### src/cart_pkg.sv
// Cartridge package
// Scaled address space, data types, title IDs and request kinds

package cart_pkg;

	// ==============================
	// Address space
	// ==============================
	localparam int ROM_AW           = 14;
	localparam int SLOT_AW          = 10;
	localparam int SLOT_SEL_W       = 3;
	localparam int BANK_W           = 4;
	localparam int SRAM_AW          = 10;

	// Eight slots of 1K words
	localparam int ROM_WINDOW_WORDS = 8192;
	localparam int SRAM_BASE        = 8192;
	// Low SRAM_AW bits select the SRAM byte
	localparam int SRAM_QUIRK_ADDR  = 16383;

	// ==============================
	// Header ID
	// ==============================
	localparam int ID_FIRST_WORD    = 193;
	localparam int ID_WORDS         = 4;
	localparam int ID_DONE_WORD     = 197;

	// Titles that force the SRAM alias
	localparam logic [63:0] ID_SRAM_0 = "T-081276";
	localparam logic [63:0] ID_SRAM_1 = "T-81406 ";
	// Title that probes for missing RAM
	localparam logic [63:0] ID_NORAM  = "T-113016";

	// ==============================
	// Types
	// ==============================
	typedef logic [22:0]         bus_addr_t;
	typedef logic [15:0]         word_t;
	typedef logic [7:0]          byte_t;
	typedef logic [ROM_AW-1:0]   rom_addr_t;
	typedef logic [SRAM_AW-1:0]  sram_addr_t;
	typedef logic [BANK_W-1:0]   bank_t;
	typedef logic [ROM_AW:0]     rom_size_t;

	typedef enum logic [2:0] {
		KIND_ROM_READ,
		KIND_SRAM_READ,
		KIND_SRAM_WRITE,
		KIND_BANK_WRITE,
		KIND_OPEN_READ
	} req_kind_e;

endpackage

### src/cart_decode.sv
// Stage 1 of the request pipeline
// Request classification and the SRAM enable register

`timescale 1ns/100ps

module cart_decode (
	input  logic                 clk,
	input  logic                 reset,
	input  logic                 dl_active,
	input  logic                 req_valid,
	output logic                 req_ready,
	input  logic                 req_write,
	input  logic                 req_reg,
	input  cart_pkg::bus_addr_t  req_addr,
	input  cart_pkg::word_t      req_wdata,
	input  cart_pkg::rom_size_t  rom_size,
	input  logic                 sram_quirk,
	input  logic                 noram_quirk,
	output logic                 d2m_valid,
	input  logic                 d2m_ready,
	output cart_pkg::req_kind_e  d2m_kind,
	output cart_pkg::bus_addr_t  d2m_addr,
	output cart_pkg::word_t      d2m_wdata
);

	import cart_pkg::*;

	logic      live;
	logic      d2m_free;
	logic      accept;
	logic      sram_enable;
	logic      sram_win;
	logic      sram_hit;
	logic      keep;
	logic      enable_wr;
	req_kind_e kind;

	// Held off for one cycle after reset
	assign d2m_free  = ~d2m_valid | d2m_ready;
	assign req_ready = live & ~dl_active & d2m_free;
	assign accept    = req_valid & req_ready;

	assign sram_win = (req_addr >= bus_addr_t'(SRAM_BASE)) &&
		(req_addr < bus_addr_t'(SRAM_BASE + 2**SRAM_AW));
	assign sram_hit = (sram_win && (sram_enable ||
		(~noram_quirk && rom_size <= rom_size_t'(SRAM_BASE)))) ||
		(sram_quirk && req_addr == bus_addr_t'(SRAM_QUIRK_ADDR));

	// ==============================
	// Classification
	// ==============================
	always_comb begin
		kind      = KIND_OPEN_READ;
		keep      = 1'b0;
		enable_wr = 1'b0;
		if (req_reg && req_write) begin
			// Large images use registers 1-7 for banking
			if (rom_size > rom_size_t'(ROM_WINDOW_WORDS) && req_addr[2:0] != 3'd0) begin
				kind = KIND_BANK_WRITE;
				keep = 1'b1;
			end else begin
				enable_wr = 1'b1;
			end
		end else if (req_addr < bus_addr_t'(ROM_WINDOW_WORDS)) begin
			kind = KIND_ROM_READ;
			keep = ~req_write;
		end else if (sram_hit) begin
			kind = req_write ? KIND_SRAM_WRITE : KIND_SRAM_READ;
			keep = 1'b1;
		end else begin
			keep = ~req_write;
		end
	end

	always_ff @(posedge clk) begin
		if (reset) begin
			live        <= 1'b0;
			d2m_valid   <= 1'b0;
			sram_enable <= 1'b0;
		end else begin
			live <= 1'b1;
			if (d2m_free)
				d2m_valid <= accept & keep;
			if (accept && enable_wr)
				sram_enable <= req_wdata[0];
		end
	end

	always_ff @(posedge clk) begin
		if (accept) begin
			d2m_kind  <= kind;
			d2m_addr  <= req_addr;
			d2m_wdata <= req_wdata;
		end
	end

endmodule

### config.mk
export PLATFORM = sky130hd
export DESIGN_NAME = cart_decode
export DESIGN_NICKNAME = d
export VERILOG_FILES = /design/src/cart_pkg.sv /design/src/cart_decode.sv
export SDC_FILE = /design/constraint.sdc
export NUM_CORES = 1
export LEC_CHECK = 0
export BUFFER_PORTS_ARGS = -buffer_cell sky130_fd_sc_hd__buf_2
export CORE_MARGIN = 10
export CORE_UTILIZATION = 39
export CTS_BUF_LIST = sky130_fd_sc_hd__clkbuf_2
export DETAILED_ROUTE_END_ITERATION = 10
export PLACE_DENSITY = 0.85
export REMOVE_ABC_BUFFERS = 1
export SLEW_MARGIN = 10
export SYNTH_ARGS = -nofsm -noshare
export SYNTH_HDL_FRONTEND = slang
export SYNTH_SLANG_ARGS = --single-unit
### constraint.sdc
create_clock -name clk -period 1.8 [get_ports clk]
set_input_delay 0.18 -clock clk [delete_from_list [all_inputs] [get_ports clk]]
set_output_delay 0.18 -clock clk [all_outputs]
set_load 0.05 [all_outputs]
==> results.md <==
- Post-Syn Area: 0.00169 mm²
- Synth cell count leaders: 42 x edfxtp_1, 6 x nand2_1, 5 x nand4_1
- Vias in the first global route: ~1600
- Combinational Power Share: 17.9%
- Most area-hungry cell type in the Yosys netlist: edfxtp_1
- Worst Hold Class: in2reg
- Leak pwr: 0.00114 µW
- Storage cell area: 0.00132 mm²
- CP required: 1960 ps
- Cells after synthesis: 93
- Clk network pwr share: between 20 and 25%
- CP arrival: 1900 ps
- CTS tree: built
- Area of the multi-input gates: 350 µm²
- Clk sink count: 45
- Synth Flop Type: edfxtp_1
- Max-Cap Viols: 0
- Core box area: around 0.0041 mm²
- Layout cell share with drive strength beyond 1: about half
- Worst r2r src: d2m_valid
- CP max FO: 4
- Detailed router's first-iteration violation count: 49
- Reg2Reg Depth: 4
- Sequential element share of the synthesized area: 78.3%
- Worst slew pin tran: 325 ps
- Routability cong.: ~0.74
- DR DRC count: 0
- Hold Violations, Final: 0
- Sw Ratio: 26.6%
- Crit path launch type: input pin
- Max Root-Sink Buffers: 2
- Final critical-path setup slack: 55.8 ps
- Ys Warns: 0
- Pwr dens: 701 mW/mm²
- Die extent in y: 85.8 µm
- Pre-CTS setup slack: 194 ps
- Detailed placement HPWL: 3.95 mm
- DR vias/cell: between 4 and 5
- Slew HR: 78.0%
- Internal: ~1400 µW
- Post-synth EDFFs: 42
- Fin cells: 299
- Initial antenna violation count: 0
- Ant diodes: 0
- Layout filler cell count: 299
- Setup crit start: req_addr[18]
- Crit path time final: 1740 ps
- Total GRT Usage: between 10% and 20%
- WHS Path Cells: 4
- Post-DRT Antenna Nets: 0
- Die ar.: roughly 0.0074 mm²
- Clk pin slew, worst setup/hold paths: 210 ps
- Net Switching: 512 µW
- Post-Route Skew: 7.67 ps
- Critical path endpoint category: register
- Hold_ws: 159 ps
- IO Count: between 100 and 150
- Clk Latency, worst-skew pair: 360 ps
- Final net count: 311
- Final setup fails: 0
- Dpl cells: ~250
- Drt total wl: 5.37 mm
- Status: finished clean
- RSZ-0062 raised after global routing: false
- Flop pwr share: 61.5%
- Part of the cycle the worst path needs: a little over nine tenths
- Hold_sp: req_write
- CP Class: in2reg
- VDD IR max: 0.294 mV
- CTS Buf Count: 5
- Die width: 85.8 µm
- Max-slew violations: 0
- Std-Cell Rows: 23
- Area grow syn2layout: 63.1%
- Largest net degree at the start of global routing: 42
- Drt wl/cell: 18.0 µm
- Synth top area share: between 70% and 80%
- Drt first pass iters: 4
- Cell with the most instances after synthesis: edfxtp_1
- Grt total ovfl: 0
- Synth unique cells: 28
- Port bufs: between 100 and 150
- First-pass GRT wire length: 8.09 mm
- Root buffer cell: clkbuf_2
- Final Power: 1930 µW
- #FFs+latches synth: 45
- Setup tns final: 0 ps
- H-tree depth: 2
- Initial core utilization: approximately 41%
- Via count: roughly 1400
- Top post-synthesis cells by area: edfxtp_1 75%, nor4_4 3.8%, dfxtp_1 3.6%
- Synth Area per Inst: 18.1 µm²
- Async SR Flop Fraction: 0%
- Max Freq: 0.573 GHz
-- critical path, stage by stage --
cell,delay (ps)
dlygate4sd3_1,540
buf_2,140
nor4_4,330
nand4_1,130
a221o_1,350
a32o_1,240
-- placed cells by master (no fill, tap or decap), types with 3 or more instances in the layout --
cell           count
dfxtp_1            3
edfxtp_1          42
clkbuf_2           5
buf_2            106
inv_1              4
dlygate4sd3_1     40
nor2_1             3
nand2_1            6
a31oi_1            3
nand4_1            5
nor4_4             3
-- cell type report --
class	count	share of cell area (%)
repair buffers	148	34.8
well taps	50	2.27
clock inverters	3	0.637
clock buffers	5	0.910
inverters	4	0.546
flip-flops and latches	45	48.0
multi-input cells	44	12.7
-- repair_timing --
item	4_1_cts	5_1_grt
buffers inserted	0	0
hold endpoints to repair	39	1
hold buffers	39	1
resized for setup	0	0
-- cell families after synthesis --
family                 Yosys count  share of synthesized area [%]
multiplexers                     1                          0.593
flip-flops                      45                           78.3
AND/OR/NAND/NOR                 31                           14.1
buffers and inverters            4                          0.890
AO/OA/AOI/OAI                   12                           6.08
-- state kept, by name, summed over array words and instances, names as in the netlist --
name	cells
sram_enable	1
d2m_wdata	16
live	1
d2m_valid	1
d2m_addr	23
d2m_kind	3
-- through the flow --
step                util, %  cell area (µm²)
floorplan                 -             1690
global placement       56.5             2310
detailed placement     56.5             2310
CTS                    67.1             2740
global route           67.3             2750
finish                 67.3             2750
-- routing by layer --
| layer | global-route usage, % | up-vias | routed length (µm) |
|---|---|---|---|
| met4 | 1.80 | 0 | 10 |
| met3 | 6.43 | 2 | 637 |
| li1 | - | 688 | - |
| met1 | 14.7 | 661 | 2140 |
| met5 | 0 | - | 0 |
| met2 | 24.9 | 97 | 2580 |
-- final timing paths --
path | slack (ps) | to
max | 60 | d2m_kind[2]
min | 160 | sram_enable
max reg2reg | 440 | d2m_wdata[5]
min reg2reg | 500 | sram_enable
-- power groups by stage --
| stage | logic (µW) | registers (µW) | clock network (µW) |
|---|---|---|---|
| 2_1_floorplan | 47.3 | 1310 | 0 |
| 3_3_place_gp | 268 | 1210 | 0 |
| 3_5_place_dp | 275 | 1210 | 0 |
| 4_1_cts | 342 | 1180 | 411 |
| 5_1_grt | 368 | 1190 | 456 |
| 6_report | 345 | 1190 | 398 |
(Power assumes the default switching activity.)
