## src/cart_pkg.sv

```systemverilog
// Cartridge package
// Scaled address space, data types, title IDs and request kinds

package cart_pkg;

	// ==============================
	// Address space
	// ==============================
	localparam int ROM_AW           = 14;
	localparam int SLOT_AW          = 10;
	localparam int SLOT_SEL_W       = 3;
	localparam int BANK_W           = 4;
	localparam int SRAM_AW          = 10;

	// Eight slots of 1K words
	localparam int ROM_WINDOW_WORDS = 8192;
	localparam int SRAM_BASE        = 8192;
	// Low SRAM_AW bits select the SRAM byte
	localparam int SRAM_QUIRK_ADDR  = 16383;

	// ==============================
	// Header ID
	// ==============================
	localparam int ID_FIRST_WORD    = 193;
	localparam int ID_WORDS         = 4;
	localparam int ID_DONE_WORD     = 197;

	// Titles that force the SRAM alias
	localparam logic [63:0] ID_SRAM_0 = "T-081276";
	localparam logic [63:0] ID_SRAM_1 = "T-81406 ";
	// Title that probes for missing RAM
	localparam logic [63:0] ID_NORAM  = "T-113016";

	// ==============================
	// Types
	// ==============================
	typedef logic [22:0]         bus_addr_t;
	typedef logic [15:0]         word_t;
	typedef logic [7:0]          byte_t;
	typedef logic [ROM_AW-1:0]   rom_addr_t;
	typedef logic [SRAM_AW-1:0]  sram_addr_t;
	typedef logic [BANK_W-1:0]   bank_t;
	typedef logic [ROM_AW:0]     rom_size_t;

	typedef enum logic [2:0] {
		KIND_ROM_READ,
		KIND_SRAM_READ,
		KIND_SRAM_WRITE,
		KIND_BANK_WRITE,
		KIND_OPEN_READ
	} req_kind_e;

endpackage

```

## src/cart_loader.sv

```systemverilog
// Download capture
// ROM write stream, image size and address mask, header ID quirks

`timescale 1ns/100ps

module cart_loader (
	input  logic                clk,
	input  logic                reset,
	input  logic                dl_active,
	input  logic                dl_valid,
	input  cart_pkg::rom_addr_t dl_addr,
	input  cart_pkg::word_t     dl_data,
	output logic                rom_we,
	output cart_pkg::rom_addr_t rom_waddr,
	output cart_pkg::word_t     rom_wdata,
	output cart_pkg::rom_size_t rom_size,
	output cart_pkg::rom_addr_t rom_mask,
	output logic                sram_quirk,
	output logic                noram_quirk
);

	import cart_pkg::*;

	logic        dl_active_q;
	logic        dl_start;
	logic        dl_write;
	rom_size_t   size_base;
	rom_addr_t   mask_base;
	logic [63:0] cart_id;

	// Rising edge of dl_active starts a new image
	assign dl_start = dl_active & ~dl_active_q;
	assign dl_write = dl_active & dl_valid;

	// A word on the first cycle counts against a cleared image
	assign size_base = dl_start ? '0 : rom_size;
	assign mask_base = dl_start ? '0 : rom_mask;

	// ==============================
	// Size, mask and quirks
	// ==============================
	always_ff @(posedge clk) begin
		if (reset) begin
			dl_active_q <= 1'b0;
			rom_we      <= 1'b0;
			rom_size    <= '0;
			rom_mask    <= '0;
			sram_quirk  <= 1'b0;
			noram_quirk <= 1'b0;
		end else begin
			dl_active_q <= dl_active;
			rom_we      <= dl_write;

			if (dl_start) begin
				rom_size    <= '0;
				rom_mask    <= '0;
				sram_quirk  <= 1'b0;
				noram_quirk <= 1'b0;
			end

			if (dl_write) begin
				rom_size <= size_base + rom_size_t'(1);
				rom_mask <= mask_base | dl_addr;

				// ID is complete once the word after it arrives
				if (dl_addr == rom_addr_t'(ID_DONE_WORD)) begin
					sram_quirk  <= (cart_id == ID_SRAM_0) || (cart_id == ID_SRAM_1);
					noram_quirk <= (cart_id == ID_NORAM);
				end
			end
		end
	end

	// ==============================
	// ROM write port and ID capture
	// ==============================
	always_ff @(posedge clk) begin
		if (dl_write) begin
			rom_waddr <= dl_addr;
			rom_wdata <= dl_data;
		end
	end

	// High byte of each word is the earlier character
	always_ff @(posedge clk) begin
		if (dl_write) begin
			for (int i = 0; i < ID_WORDS; i++) begin
				if (dl_addr == rom_addr_t'(ID_FIRST_WORD + i))
					cart_id[(ID_WORDS - 1 - i) * 16 +: 16] <= dl_data;
			end
		end
	end

endmodule

```

## config.mk

```make
export PLATFORM = sky130hd
export DESIGN_NAME = cart_loader
export DESIGN_NICKNAME = d
export VERILOG_FILES = /design/src/cart_pkg.sv /design/src/cart_loader.sv
export SDC_FILE = /design/constraint.sdc
export NUM_CORES = 1
export LEC_CHECK = 0
export BUFFER_PORTS_ARGS = -buffer_cell sky130_fd_sc_hd__buf_2
export CORE_AREA = 8 8 78 132
export DETAILED_ROUTE_END_ITERATION = 10
export DIE_AREA = 0 0 86 140
export GPL_ROUTABILITY_DRIVEN = 0
export PLACE_DENSITY_LB_ADDON = 0.3
export SYNTH_ARGS = -nofsm -noshare
export SYNTH_HDL_FRONTEND = slang
export SYNTH_SLANG_ARGS = --single-unit
```

## constraint.sdc

```tcl
create_clock -name clk -period 3.36 [get_ports clk]
set_input_delay 0.672 -clock clk [delete_from_list [all_inputs] [get_ports clk]]
set_output_delay 0.672 -clock clk [all_outputs]
set_load 0.05 [all_outputs]
```

==> results.json, run 1 <==
{
  "outcome": "completed",
  "ys.warnings.count": 0,
  "crit_top_cell": "or4_1",
  "p_per_area_nw_per_um2": 666,
  "overflow": 0,
  "rows": 45,
  "muxShareOfSynthArea": 0,
  "cts_resized": 0,
  "fillerInstances": 625,
  "cpPeakStageDelay_ns": 0.53,
  "wl_mm": 9.15,
  "clock-sinks": 127,
  "layout_commonest_cell": "buf_2",
  "tns_ns": 0,
  "grt.total_usage": 0.158,
  "portBuffers": 95,
  "fin_cells": 516,
  "yosysTopAreaCellShare": 0.643,
  "multiInputGateArea_um2": 876,
  "crit_type": "in2reg",
  "regArea_um2": 3480,
  "hold_violations": 0,
  "placedInstanceArea_um2": 5030,
  "postRouteAntennaNets": 0,
  "diodes": 0,
  "rsz0062_at_grt": "false",
  "clock_skew_ns": 0.00576,
  "crit_chain": "buf_2, or2b_1, and2_1, ha_1, nand2_1, or4_1, or4_1, a21oi_1",
  "synthAdderAreaFrac": 0.00285,
  "timing.slew.headroom": 0.350,
  "slew_violations": 0,
  "drtIter0Drc": 100,
  "crit_arrival_ns": 2.82,
  "synth_top_family_by_area": "simple AND/OR/NAND/NOR gates",
  "synth_xor_area_frac": 0.0140,
  "yosysUniqueCellTypes": 39,
  "synth-compound-area-share": 0.0527,
  "holdBufCountCts": 0,
  "critPathMaxFanout": 10,
  "dp_hpwl_mm": 6.59,
  "synth_nets": 309,
  "nNetsFinal": 421,
  "core_area_um2": 8500,
  "grt_pass1_vias": 2818,
  "netlist_top_cells_area": "edfxtp_1 64%, dfxtp_1 15%, a22o_1 2.4%, nor2_1 1.5%, nand2_1 1.3%",
  "final.period_utilization": 0.740,
  "antenna_found_initial": 0,
  "worst_pin_slew_ns": 0.971,
  "via_per_inst": 5.35,
  "setup_viol": 0,
  "final_cell_mix": "95 x buf_2, 94 x edfxtp_1, 33 x dfxtp_1",
  "clk_latency_ns": 0.41,
  "start_util": 0.517,
  "clockBufferDepth": 2,
  "cp-start-kind": "input pin",
  "synthArstFlopShare": 0,
  "grt_pass1_wl_mm": 14.2,
  "irDropWorstVdd_mv": 0.573,
  "ys.flop_type": "edfxtp_1",
  "synth_seq_area_share": 0.793,
  "p_total_w": 0.00374,
  "ys_ff_latch": 127,
  "crit_path_end_kind": "flip-flop",
  "drive_above_1_share": 0.331,
  "grt_max_degree": 26,
  "cts_tree": "yes",
  "htree_levels": 4,
  "yosysTopAreaCell": "edfxtp_1",
  "die-height_um": 140,
  "crit_required_ns": 3.70,
  "syn_to_final_growth_pct": 27.8,
  "io_pins": 96,
  "max_freq_ghz": 0.402,
  "die_x_um": 86,
  "synth_edf_count": 94,
  "synth_cells": 274,
  "wl_per_cell_um": 17.7,
  "power.leakage_nw": 2.06,
  "stdcell_area_um2": 5610,
  "post_cts_buffers": 0,
  "dieArea_um2": 12000,
  "dr_total_vias": 2762,
  "period_minus_slack_ns": 2.49,
  "cap_violations": 0,
  "cts-buffers-inserted": 17,
  "crit_slowest_cell": "or4_1",
  "synthSimpleGateAreaFrac": 0.128,
  "drc_errors": 0,
  "synth_area_um2": 4390,
  "first_pass_iters": 4,
  "holdCritPathClass": "in2reg",
  "synth_area_per_cell_um2": 16.0,
  "path_clk_slew_ns": 0.05,
  "dp.cells": 484,
  "cts_root_buffer": "clkbuf_16"
}
[where the power goes]
group,switching (W),internal [W]
clock,0.000625,0.00115
sequential,0.0000103,0.00172
combinational,0.000182,0.0000471
total,0.000818,0.00292
[path summary, 6_finish.rpt]
kind / from / cells after the start / endpoint / slack, ns
max: dl_active / 8 / rom_size[14] / 0.87
min: dl_addr[7] / 1 / rom_waddr[7] / 0.47
max reg2reg: dl_active_q / 7 / rom_size[14] / 0.95
min reg2reg: rom_mask[10] / 1 / rom_mask[10] / 0.47
[layout make-up]
| type | instances | area share |
|---|---|---|
| clock buffers | 19 | 0.0771 |
| clock inverters | 13 | 0.0261 |
| inverters | 4 | 0.00267 |
| multi-input cells | 136 | 0.156 |
| flip-flops and latches | 127 | 0.621 |
| well taps | 117 | 0.0261 |
| repair buffers | 100 | 0.0914 |
[synthesized netlist by cell type, drive strengths merged (2+ instances only)]
library cell and instances:
xor2 2, nor4bb 5, inv 3, dfxtp 33
nor3b 2, nor2 17, xnor2 5, a22o 12
nor2b 2, o21ai 8, clkbuf 6, nor3 4
or3 7, o211ai 2, nand3 6, a22oi 2
edfxtp 94, nor4 3, or4 7, a21oi 8
nor4b 6, and2 2, nand4 9, nand2 15
[logic make-up (layout without fill, tap and decap cells)]
logic type,Yosys count,in the layout
adder cells (fa/ha/maj),1,1
AO/OA/AOI/OAI,34,34
buffers and inverters,11,136
XOR/XNOR,7,7
flip-flops,127,127
AND/OR/NAND/NOR,94,94
[critical path: cells and delay by family]
family | cells | cell delay (ns)
simple gates | 5 | 1.70
compound gates | 1 | 0.14
fa+ha+maj | 1 | 0.18
buf+inv | 1 | 0.13
[metal layers]
layer | vias to the layer above | part of all wire | track usage
met3 | 26 | 0.065 | 0.0586
li1 | 1295 | - | -
met4 | 0 | 0.030 | 0.0957
met1 | 1341 | 0.37 | 0.155
met5 | - | 0 | 0
met2 | 100 | 0.54 | 0.273
[state kept, by name (all words and copies together) (netlist names)]
register,flops
sram_quirk,1
cart_id,64
rom_we,1
rom_waddr,14
rom_size,15
rom_mask,14
noram_quirk,1
dl_active_q,1
rom_wdata,16
[metrics by stage]
stage | hold WS [ns] | util | setup WS (ns)
finish | 0.471 | 0.660 | 0.874
global route | 0.453 | 0.660 | 0.771
detailed placement | 0.460 | 0.592 | 0.502
CTS | 0.452 | 0.660 | 0.911
floorplan | 0.597 | - | 0.417
global placement | 0.459 | 0.592 | 0.588
No activity file was read; power rests on OpenSTA's default activity.
==> run 2: changes to the inputs <==
CORE_AREA = 8 8 82 138   (was 8 8 78 132)
DIE_AREA = 0 0 90 146   (was 0 0 86 140)
clock period = 2.15 ns   (was 3.36 ns; I/O delays follow)
==> results.json, run 2 (synthesis gave the netlist of run 1 again) <==
{
  "grt_pass1_wl_mm": 15.1,
  "critPathMaxFanout": 7,
  "htree_levels": 4,
  "antenna_found_initial": 1,
  "outcome": "completed",
  "start_util": 0.467,
  "postRouteAntennaNets": 0,
  "period_minus_slack_ns": 2.03,
  "timing.slew.headroom": 0.370,
  "cpPeakStageDelay_ns": 0.50,
  "dp_slack_ns": -0.223,
  "nNetsFinal": 436,
  "die_x_um": 90,
  "clock-sinks": 127,
  "portBuffers": 95,
  "largest_reg_flops": 64,
  "crit_chain": "or2b_1, and2_4, ha_4, nand2_2, or4_1, or4_1, a21oi_1",
  "dieArea_um2": 13100,
  "busiest_layer": "met2",
  "crit_path_end_kind": "flip-flop",
  "path_clk_slew_ns": 0.05,
  "grt_max_degree": 22,
  "holdWs_ns": 0.233,
  "tns_ns": 0,
  "irDropWorstVdd_mv": 0.810,
  "grt.total_usage": 0.152,
  "final.period_utilization": 0.943,
  "path_buf_inv": 0,
  "post_cts_buffers": 0,
  "layout_commonest_cell": "buf_2",
  "setup_viol": 0,
  "regMostFlops": "cart_id",
  "cp-start-kind": "flip-flop",
  "crit_top_cell": "or4_1",
  "crit_type": "reg2reg",
  "crit_slowest_cell": "or4_1",
  "dr_total_vias": 2808,
  "grt_use_met2": 0.276,
  "holdBufCountCts": 0,
  "p_per_area_nw_per_um2": 1020,
  "fin_ws_ns": 0.122,
  "cap_violations": 0,
  "crit_family": "simple AND/OR/NAND/NOR gates",
  "crit_required_ns": 2.48,
  "syn_to_final_growth_pct": 33.1,
  "max_freq_ghz": 0.493,
  "crit_arrival_ns": 2.36,
  "wl_mm": 9.75,
  "cts-buffers-inserted": 17,
  "dp_hpwl_mm": 7.18,
  "power.leakage_nw": 2.17,
  "holdCritPathClass": "in2reg",
  "cts_resized": 0,
  "clock_skew_ns": 0.00356,
  "rsz0062_at_grt": "false",
  "hold_violations": 0,
  "io_pins": 96,
  "gr-usage-met3": 0.0610,
  "drtIter0Drc": 93,
  "first_pass_iters": 4,
  "final_cell_mix": "95 x buf_2, 94 x edfxtp_1, 31 x dfxtp_1",
  "clk_latency_ns": 0.40,
  "largest_registers": "cart_id x64, rom_wdata x16, rom_size x15",
  "drive_above_1_share": 0.365,
  "overflow": 0,
  "globalRouteMet1Util": 0.141,
  "core_area_um2": 9410,
  "drc_errors": 0,
  "via_per_inst": 5.23,
  "clockBufferDepth": 2,
  "worst_pin_slew_ns": 0.942,
  "rows": 47,
  "wl_per_cell_um": 18.1,
  "final_util": 0.621,
  "cts_tree": "yes",
  "grt_pass1_vias": 2858,
  "slew_violations": 0,
  "die-height_um": 146,
  "cts_root_buffer": "clkbuf_16"
}
[run 2: cell types whose count changed in the layout (fill, tap and decap cells not counted), sizes merged]
| cell | change |
|---|---|
| buf | +15 |
| bufinv | +1 |
| clkbuf | +1 |
| clkinvlp | -2 |
| diode | +1 |
[run 2: worst register-to-register path: cells and delay by family (launching register included)]
family / cells / cell delay [ns]
DFF: 1 / 0.37
adders and majority gates: 1 / 0.13
AOI/OAI and AO/OA: 1 / 0.13
and+or+nand+nor: 5 / 1.33
[run 2: routing by layer]
metal / wire length (µm) / part of all wire
met5: 0 / 0
met4: 191 / 0.020
met2: 5470 / 0.56
met1: 3540 / 0.36
met3: 545 / 0.056
[run 2: path summary, 6_finish.rpt]
| path | from | endpoint | slack, ns | depth (start not counted) |
|---|---|---|---|---|
| max | dl_active_q | rom_size[14] | 0.12 | 7 |
| min | dl_addr[7] | rom_waddr[7] | 0.23 | 1 |
| max reg2reg | dl_active_q | rom_size[14] | 0.12 | 7 |
| min reg2reg | rom_mask[6] | rom_mask[6] | 0.48 | 1 |
[run 2: layout make-up]
class                      instances  area (µm²)
timing repair buffer             115         676
fill                             738        3560
multi-input combinational        136         908
sequential                       127        3490
clock inverter                    12         168
tap                              122         153
antenna                            1        2.50
clock buffer                      20         437
inverter                           4        15.0
[run 2: per-stage QoR]
step           power, W  cell area, µm²  instances
3_5_place_dp    0.00314            5240        504
5_1_grt         0.00614            5840        537
6_report        0.00597            5840        537
3_3_place_gp    0.00314            5240        504
2_1_floorplan   0.00299            4450        274
4_1_cts         0.00604            5840        536
[run 2: report_power, final]
group / internal, W / switching (W) / leakage (nW)
combinational: 0.0000880 / 0.000295 / 0.755
sequential: 0.00269 / 0.0000167 / 1.13
clock: 0.00192 / 0.000958 / 0.284
