===== config.mk =====
export PLATFORM = sky130hd
export DESIGN_NAME = cart_bank_map
export DESIGN_NICKNAME = d
export VERILOG_FILES = /design/src/cart_pkg.sv /design/src/cart_bank_map.sv
export SDC_FILE = /design/constraint.sdc
export NUM_CORES = 1
export LEC_CHECK = 0
export BUFFER_PORTS_ARGS = -buffer_cell sky130_fd_sc_hd__buf_2
export CAP_MARGIN = 40
export CORE_UTILIZATION = 50
export DETAILED_ROUTE_END_ITERATION = 7
export MAX_ROUTING_LAYER = met4
export PLACE_DENSITY = 0.9
export RECOVER_POWER = 100
export REMOVE_ABC_BUFFERS = 1
export SLEW_MARGIN = 20
export SYNTH_ARGS = -nofsm -noshare
export SYNTH_HDL_FRONTEND = slang
export SYNTH_SLANG_ARGS = --single-unit

===== constraint.sdc =====
create_clock -name clk -period 3.6 [get_ports clk]
set_input_delay 0.36 -clock clk [delete_from_list [all_inputs] [get_ports clk]]
set_output_delay 0.36 -clock clk [all_outputs]
set_load 0.005 [all_outputs]

===== src/cart_pkg.sv =====
// Cartridge package
// Scaled address space, data types, title IDs and request kinds

package cart_pkg;

	// ==============================
	// Address space
	// ==============================
	localparam int ROM_AW           = 14;
	localparam int SLOT_AW          = 10;
	localparam int SLOT_SEL_W       = 3;
	localparam int BANK_W           = 4;
	localparam int SRAM_AW          = 10;

	// Eight slots of 1K words
	localparam int ROM_WINDOW_WORDS = 8192;
	localparam int SRAM_BASE        = 8192;
	// Low SRAM_AW bits select the SRAM byte
	localparam int SRAM_QUIRK_ADDR  = 16383;

	// ==============================
	// Header ID
	// ==============================
	localparam int ID_FIRST_WORD    = 193;
	localparam int ID_WORDS         = 4;
	localparam int ID_DONE_WORD     = 197;

	// Titles that force the SRAM alias
	localparam logic [63:0] ID_SRAM_0 = "T-081276";
	localparam logic [63:0] ID_SRAM_1 = "T-81406 ";
	// Title that probes for missing RAM
	localparam logic [63:0] ID_NORAM  = "T-113016";

	// ==============================
	// Types
	// ==============================
	typedef logic [22:0]         bus_addr_t;
	typedef logic [15:0]         word_t;
	typedef logic [7:0]          byte_t;
	typedef logic [ROM_AW-1:0]   rom_addr_t;
	typedef logic [SRAM_AW-1:0]  sram_addr_t;
	typedef logic [BANK_W-1:0]   bank_t;
	typedef logic [ROM_AW:0]     rom_size_t;

	typedef enum logic [2:0] {
		KIND_ROM_READ,
		KIND_SRAM_READ,
		KIND_SRAM_WRITE,
		KIND_BANK_WRITE,
		KIND_OPEN_READ
	} req_kind_e;

endpackage


===== src/cart_bank_map.sv =====
// Stage 2 of the request pipeline
// Bank registers and ROM address translation

`timescale 1ns/100ps

module cart_bank_map (
	input  logic                 clk,
	input  logic                 reset,
	input  logic                 d2m_valid,
	output logic                 d2m_ready,
	input  cart_pkg::req_kind_e  d2m_kind,
	input  cart_pkg::bus_addr_t  d2m_addr,
	input  cart_pkg::word_t      d2m_wdata,
	input  cart_pkg::rom_addr_t  rom_mask,
	output logic                 m2s_valid,
	input  logic                 m2s_ready,
	output cart_pkg::req_kind_e  m2s_kind,
	output cart_pkg::rom_addr_t  m2s_rom_addr,
	output cart_pkg::sram_addr_t m2s_sram_addr,
	output cart_pkg::word_t      m2s_wdata
);

	import cart_pkg::*;

	bank_t                 bank [2**SLOT_SEL_W];
	logic                  banks_used;
	logic                  advance;
	logic                  is_bank;
	logic [SLOT_SEL_W-1:0] slot;
	rom_addr_t             mapped;

	assign d2m_ready = ~m2s_valid | m2s_ready;
	assign advance   = d2m_valid & d2m_ready;
	assign is_bank   = (d2m_kind == KIND_BANK_WRITE);
	assign slot      = d2m_addr[SLOT_AW +: SLOT_SEL_W];

	// Identity until the first bank write
	assign mapped = banks_used ? {bank[slot], d2m_addr[SLOT_AW-1:0]} : d2m_addr[ROM_AW-1:0];

	// ==============================
	// Bank registers
	// ==============================
	always_ff @(posedge clk) begin
		if (reset) begin
			for (int i = 0; i < 2**SLOT_SEL_W; i++)
				bank[i] <= bank_t'(i);
			banks_used <= 1'b0;
			m2s_valid  <= 1'b0;
		end else begin
			if (advance && is_bank) begin
				bank[d2m_addr[SLOT_SEL_W-1:0]] <= d2m_wdata[BANK_W-1:0];
				banks_used <= 1'b1;
			end
			// Bank writes end here
			if (d2m_ready)
				m2s_valid <= d2m_valid & ~is_bank;
		end
	end

	always_ff @(posedge clk) begin
		if (advance && !is_bank) begin
			m2s_kind      <= d2m_kind;
			m2s_rom_addr  <= mapped & rom_mask;
			m2s_sram_addr <= d2m_addr[SRAM_AW-1:0];
			m2s_wdata     <= d2m_wdata;
		end
	end

endmodule


==> results of run 1 <==
-- cells in the mapped netlist, types with 2 or more instances --
cell type,count
a21boi_1,3
a21oi_1,2
a31o_2,3
and2_1,10
and4_1,4
buf_2,6
clkbuf_1,4
dfxtp_1,2
edfxtp_1,75
inv_1,4
mux4_2,8
nand2_1,3
nand2b_1,5
nand3b_1,3
nand4_1,2
nand4b_1,3
nor2b_1,2
nor3_1,12
nor4_1,4
o21ai_0,4
o31ai_1,4
or4_1,4
or4b_1,3
-- state kept, by name (all words and copies together), names as in the netlist --
signal and cells:
m2s_sram_addr 10, banks_used 1, m2s_valid 1, m2s_kind 3, m2s_wdata 16, bank 32, m2s_rom_addr 14
-- worst max path at each step --
| stage | start | to | slack [ns] | cells past startpoint |
|---|---|---|---|---|
| after floorplan | d2m_kind[2] | bank[0][0]$_SDFFCE_PN0P_ | 1.40 | 3 |
| after global placement | d2m_kind[2] | bank[0][3]$_SDFFCE_PN0P_ | 1.63 | 5 |
| after detailed placement | d2m_kind[2] | bank[0][3]$_SDFFCE_PN0P_ | 1.52 | 5 |
| after CTS | m2s_valid$_SDFFE_PP0N_ | bank[0][0]$_SDFFCE_PN0P_ | 1.77 | 4 |
| after global routing | m2s_valid$_SDFFE_PP0N_ | bank[0][3]$_SDFFCE_PN0P_ | 1.30 | 4 |
| final | m2s_valid$_SDFFE_PP0N_ | bank[0][3]$_SDFFCE_PN0P_ | 1.46 | 4 |
-- critical path: stages, from the launching register on --
cell and delay, ns:
dfxtp_1 0.32, nand2b_1 0.14, nand4bb_1 0.11, clkbuf_1 0.42
o31ai_1 0.77
-- layout by cell type (no fill, tap or decap), types with 2 or more instances in the layout --
cell type | synthesis | final
edfxtp_1 | 75 | 75
buf_2 | 6 | 60
clkbuf_1 | 4 | 37
nor3_1 | 12 | 12
clkbuf_8 | 0 | 9
mux4_2 | 8 | 8
and2_0 | 0 | 6
nand2b_1 | 5 | 5
inv_1 | 4 | 4
o21ai_0 | 4 | 4
and2_1 | 10 | 4
o31ai_1 | 4 | 4
or4_1 | 4 | 4
nor4_1 | 4 | 4
and4_1 | 4 | 4
nand3b_1 | 3 | 3
a21boi_0 | 0 | 3
nand2_1 | 3 | 3
nand4b_1 | 3 | 3
or4b_1 | 3 | 3
nor2b_1 | 2 | 2
a31o_2 | 3 | 2
a21oi_1 | 2 | 2
nand4_1 | 2 | 2
dfxtp_1 | 2 | 2
clkinvlp_4 | 0 | 2
bufinv_16 | 0 | 2
-- stage by stage --
step           setup slack [ns]  hold slack (ns)
2_1_floorplan              1.40            0.429
3_3_place_gp               1.63            0.535
3_5_place_dp               1.52            0.538
4_1_cts                    1.77            0.170
5_1_grt                    1.30            0.162
6_report                   1.46            0.181
-- area by class of cell --
| cell class | count | area (um^2) | area share (%) |
|---|---|---|---|
| Inverter | 4 | 15.0 | 0.394 |
| Timing Repair Buffer | 97 | 463 | 12.1 |
| Clock buffer | 10 | 128 | 3.35 |
| Sequential cell | 77 | 2290 | 60.1 |
| Clock inverter | 6 | 87.6 | 2.30 |
| Multi-Input combinational cell | 88 | 736 | 19.3 |
| Tap cell | 75 | 93.8 | 2.46 |
-- metal layers --
layer,up-vias,share of wire [%],global-route usage (%)
met5,-,0,-
met4,0,2.2,10.0
met3,12,7.6,6.82
met2,108,54,36.4
met1,942,36,23.4
li1,918,-,-
-- power groups by stage --
stage                     clock network (mW)  registers, mW  logic [mW]
after global routing                   0.730           1.05       0.159
final                                  0.693           1.04       0.145
after CTS                              0.701           1.04       0.153
after detailed placement                   0           1.06       0.152
after global placement                     0           1.06       0.140
after floorplan                            0           1.07      0.0534
-- cell families after synthesis --
logic type,after synthesis,synth area share (%)
muxes,9,6.15
buffers and inverters,15,2.06
AOI/OAI and AO/OA,18,4.09
and+or+nand+nor,61,13.6
DFF,77,74.1
==> impl_metrics.json, run 1 <==
{
  "max_freq_mhz": 468,
  "initial_core_util_pct": 51.9,
  "p_sw_share_pct": 21.2,
  "syn-cell-area_um2": 3090,
  "holdBufCountCts": 0,
  "cp.required_ns": 3.58,
  "fin_setup_tns_ns": 0,
  "worst-r2r-setup-slack_ns": 1.46,
  "pwr-share-clk_pct": 36.8,
  "r2r_cells": 4,
  "ys.warnings.count": 0,
  "syn-instance-count": 180,
  "hold_path_class": "input port to flop",
  "design.core.area_um2": 5960,
  "postRouteAntennaNets": 0,
  "cts_sinks": 77,
  "route.vias.total": 1980,
  "path_clk_slew_ns": 0.08,
  "drc_errors": 0,
  "hold_start": "d2m_wdata[13]",
  "switchingPower_mw": 0.400,
  "cts_resized": 0,
  "die_area_um2": 6500,
  "maxSlewHeadroom_pct": 24.0,
  "post-route-util_pct": 64.1,
  "htree_levels": 3,
  "final_area_um2": 3810,
  "period_needed_ns": 2.14,
  "firstDrtPassIters": 5,
  "rr_startpoint": "m2s_valid$_SDFFE_PP0N_",
  "finalHoldViolCount": 0,
  "vdd_drop_max_uv": 383,
  "ioPinCount": 105,
  "path_max_fanout": 27,
  "grt_pass1_wl_um": 9650,
  "yosysSeqAreaShare_pct": 74.1,
  "drive_gt1_share_pct": 30.9,
  "arrival_ns": 2.11,
  "grt_use_total_pct": 21.7,
  "seqPwrFrac_pct": 55.4,
  "syn_to_final_growth_pct": 23.4,
  "root_buffer": "clkbuf_8",
  "max_cap_violations": 0,
  "grt_antenna_before_repair": 0,
  "finalSetupViolCount": 0,
  "cts_tree": "done",
  "synth.top_cell.area_share_pct": 72.8,
  "p_int_mw": 1.48,
  "clockBufferDepth": 2,
  "nFillCells": 449,
  "final_cells": 357,
  "rsz0062_at_grt": "no",
  "cts-buffers-inserted": 9,
  "combPwrFrac_pct": 7.7,
  "vias_per_cell": 5.55,
  "die_x_um": 80.6,
  "drv_slew": 0,
  "drt_iter0_drc": 130,
  "finalWirelength_um": 6200,
  "avgSynthCellArea_um2": 17.2,
  "antennaDiodeCount": 0,
  "grt_max_degree": 34,
  "rows": 28,
  "power_leakage_nw": 1.36,
  "worstMarginPinSlew_ns": 1.14,
  "outcome": "finished clean",
  "r2r-end": "bank[0][3]$_SDFFCE_PN0P_",
  "power_mw": 1.88,
  "synth.area.top_cells": "edfxtp_1 (73%), mux4_2 (5.8%), and2_1 (2.0%), nor3_1 (1.9%), dfxtp_1 (1.3%)",
  "wl_per_cell_um": 17.4,
  "dp_hpwl_um": 4470,
  "die_h_um": 80.6,
  "grt_pass1_vias": 1990,
  "grt.overflow.total": 0,
  "insertion_delay_ns": 0.35,
  "async_reset_ff_share_pct": 0,
  "path_class": "flop to flop",
  "postCtsSetupBuffers": 0,
  "cellPowerDensity_nw_per_um2": 493,
  "hold_end": "m2s_wdata[13]$_DFFE_PP_",
  "start_kind": "flop",
  "ys.flop_type": "edfxtp_1",
  "dp_cells": 341,
  "port_buffers": 95,
  "gp_congestion": 0.900,
  "nets": 337,
  "yosysTopAreaCell": "edfxtp_1",
  "holdPathStages": 1,
  "place_area_um2": 3650,
  "synth_edf_count": 75,
  "synth_seq_cells": 77,
  "fin_worst_skew_ns": 0.0102,
  "ys_types": 33,
  "cp-end-kind": "flop",
  "fin_crit_sh_pct": 59.3
}
No activity file was read; power rests on OpenSTA's default activity.
==> inputs of run 2 (changes only) <==
--- a/config.mk
+++ b/config.mk
@@ -7,10 +7,10 @@
 export LEC_CHECK = 0
 export BUFFER_PORTS_ARGS = -buffer_cell sky130_fd_sc_hd__buf_2
 export CAP_MARGIN = 40
-export CORE_UTILIZATION = 50
+export CORE_UTILIZATION = 45
 export DETAILED_ROUTE_END_ITERATION = 7
 export MAX_ROUTING_LAYER = met4
-export PLACE_DENSITY = 0.9
+export PLACE_DENSITY = 0.86
 export RECOVER_POWER = 100
 export REMOVE_ABC_BUFFERS = 1
 export SLEW_MARGIN = 20
==> constraint.sdc (replaced) <==
create_clock -name clk -period 1.85 [get_ports clk]
set_input_delay 0.185 -clock clk [delete_from_list [all_inputs] [get_ports clk]]
set_output_delay 0.185 -clock clk [all_outputs]
set_load 0.005 [all_outputs]
==> run 2 against run 1 <==
  * Wire length is 2.6% lower
  * First-iteration DRC count is 15% lower
  * Total power grew 91%
  * Clock-buffer cell count is 1 higher
  * Design area is 4.2% higher
  * The run now ends with design-rule violations left
  * Clock skew fell by 0.0020 ns
==> impl_metrics.json, run 2 (same netlist as run 1, synthesis figures left out) <==
{
  "post-place-ws_ns": 0.176,
  "layout_common_cells": "edfxtp_1 (75), buf_2 (65), clkbuf_1 (34), dlygate4sd3_1 (15), nor3_1 (12)",
  "drt_iter0_drc": 110,
  "vdd_drop_max_uv": 612,
  "drv_slew": 0,
  "max_freq_mhz": 607,
  "multiInputGateArea_um2": 737,
  "arrival_ns": 1.68,
  "max_cap_violations": 0,
  "drc_errors": 8,
  "nets": 356,
  "cp.required_ns": 1.88,
  "cts_tree": "done",
  "maxSlewHeadroom_pct": 24.1,
  "path_clk_slew_ns": 0.08,
  "finalHoldViolCount": 0,
  "postCtsSetupBuffers": 0,
  "rsz0062_at_grt": "no",
  "grt.overflow.total": 0,
  "die_area_um2": 7210,
  "grt_antenna_before_repair": 0,
  "pwr-share-clk_pct": 35.0,
  "cellPowerDensity_nw_per_um2": 902,
  "reg.largest.list": "bank: 32 flops, m2s_wdata: 16 flops, m2s_rom_addr: 14 flops",
  "p_int_mw": 2.81,
  "largest_register_ffs": 32,
  "nFillCells": 485,
  "finalWorstSetupSlack_ns": 0.203,
  "outcome": "finished with violations",
  "switchingPower_mw": 0.780,
  "port_buffers": 95,
  "route.vias.total": 2003,
  "worstMarginPinSlew_ns": 1.14,
  "die_x_um": 84.9,
  "combPwrFrac_pct": 8.5,
  "die_h_um": 84.9,
  "htree_levels": 3,
  "top_register": "bank",
  "gp_congestion": 0.893,
  "postRouteAntennaNets": 0,
  "start_kind": "flop",
  "power_mw": 3.59,
  "grt_use_total_pct": 18.6,
  "power_leakage_nw": 1.44,
  "layout_commonest_cell": "edfxtp_1",
  "ioPinCount": 105,
  "insertion_delay_ns": 0.35,
  "grt_pass1_vias": 1944,
  "rows": 29,
  "cts_sinks": 77,
  "cp-end-kind": "flop",
  "fin_crit_sh_pct": 89.0,
  "worst-r2r-setup-slack_ns": 0.20,
  "design.core.area_um2": 6490,
  "failed_checks": "design-rule violations",
  "dp_hpwl_um": 4130,
  "finalSetupViolCount": 0,
  "p_sw_share_pct": 21.7,
  "clockBufferDepth": 2,
  "path_max_fanout": 27,
  "seqPwrFrac_pct": 56.6,
  "hold_path_class": "input port to flop",
  "grt_max_degree": 44,
  "wl_per_cell_um": 16.0,
  "vias_per_cell": 5.30,
  "finalWirelength_um": 6040,
  "antennaDiodeCount": 0,
  "period_needed_ns": 1.65,
  "cts-buffers-inserted": 9,
  "seq_area_um2": 2290,
  "root_buffer": "clkbuf_8",
  "path_class": "flop to flop",
  "syn_to_final_growth_pct": 28.6,
  "drive_gt1_share_pct": 32.2,
  "initial_core_util_pct": 47.6,
  "fin_worst_skew_ns": 0.00824,
  "grt_pass1_wl_um": 9400,
  "firstDrtPassIters": 7
}
-- run 2: what timing repair did --
action,4_1_cts,5_1_grt
hold endpoints to repair,11,4
gates resized for setup,0,0
hold buffers,11,4
-- run 2: power by group through the flow --
stage / Combinational [mW] / Sequential [mW] / Clock [mW]
floorplan: 0.104 / 2.08 / 0
CTS: 0.319 / 2.03 / 1.28
global route: 0.334 / 2.04 / 1.34
finish: 0.303 / 2.03 / 1.25
global placement: 0.289 / 2.06 / 0
detailed placement: 0.299 / 2.07 / 0
-- run 2: final cells by class --
type | count | area share, %
Sequential cell | 77 | 57.6
Multi-Input combinational cell | 88 | 18.5
Timing Repair Buffer | 116 | 16.0
Clock buffer | 11 | 3.56
Tap cell | 77 | 2.42
Clock inverter | 5 | 1.51
Inverter | 4 | 0.378
-- run 2: routing by layer --
metal | part of all wire (%) | vias to the layer above | GRT usage, %
met2 | 52 | 90 | 31.0
met5 | 0 | - | -
met1 | 39 | 944 | 20.0
met4 | 2.5 | 0 | 7.70
met3 | 6.1 | 13 | 7.20
li1 | - | 956 | -
-- run 2: worst max-delay path, cell delays in order, from the launching register on --
cell	delay, ns
dfxtp_1	0.32
nand2b_1	0.14
nand4bb_1	0.18
buf_12	0.20
o31ai_1	0.23
clkbuf_1	0.26
-- run 2: through the flow --
step | area, um^2 | instances | hold slack (ns) | util (%) | setup TNS [ns]
6_report | 3980 | 378 | 0.0212 | 61.2 | 0
5_1_grt | 3980 | 378 | 0.000691 | 61.2 | 0
4_1_cts | 4000 | 374 | 0.00136 | 61.5 | 0
3_5_place_dp | 3690 | 347 | 0.364 | 56.8 | 0
3_3_place_gp | 3690 | 347 | 0.362 | 56.8 | 0
2_1_floorplan | 3040 | 169 | 0.254 | - | -8.40
-- run 2: worst paths after layout --
kind / from / endpoint / cells after the start
max reg2reg: m2s_valid$_SDFFE_PP0N_ / bank[0][3]$_SDFFCE_PN0P_ / 5
min reg2reg: m2s_valid$_SDFFE_PP0N_ / m2s_valid$_SDFFE_PP0N_ / 2
max: m2s_valid$_SDFFE_PP0N_ / bank[0][3]$_SDFFCE_PN0P_ / 5
min: d2m_addr[4] / m2s_sram_addr[4]$_DFFE_PP_ / 1
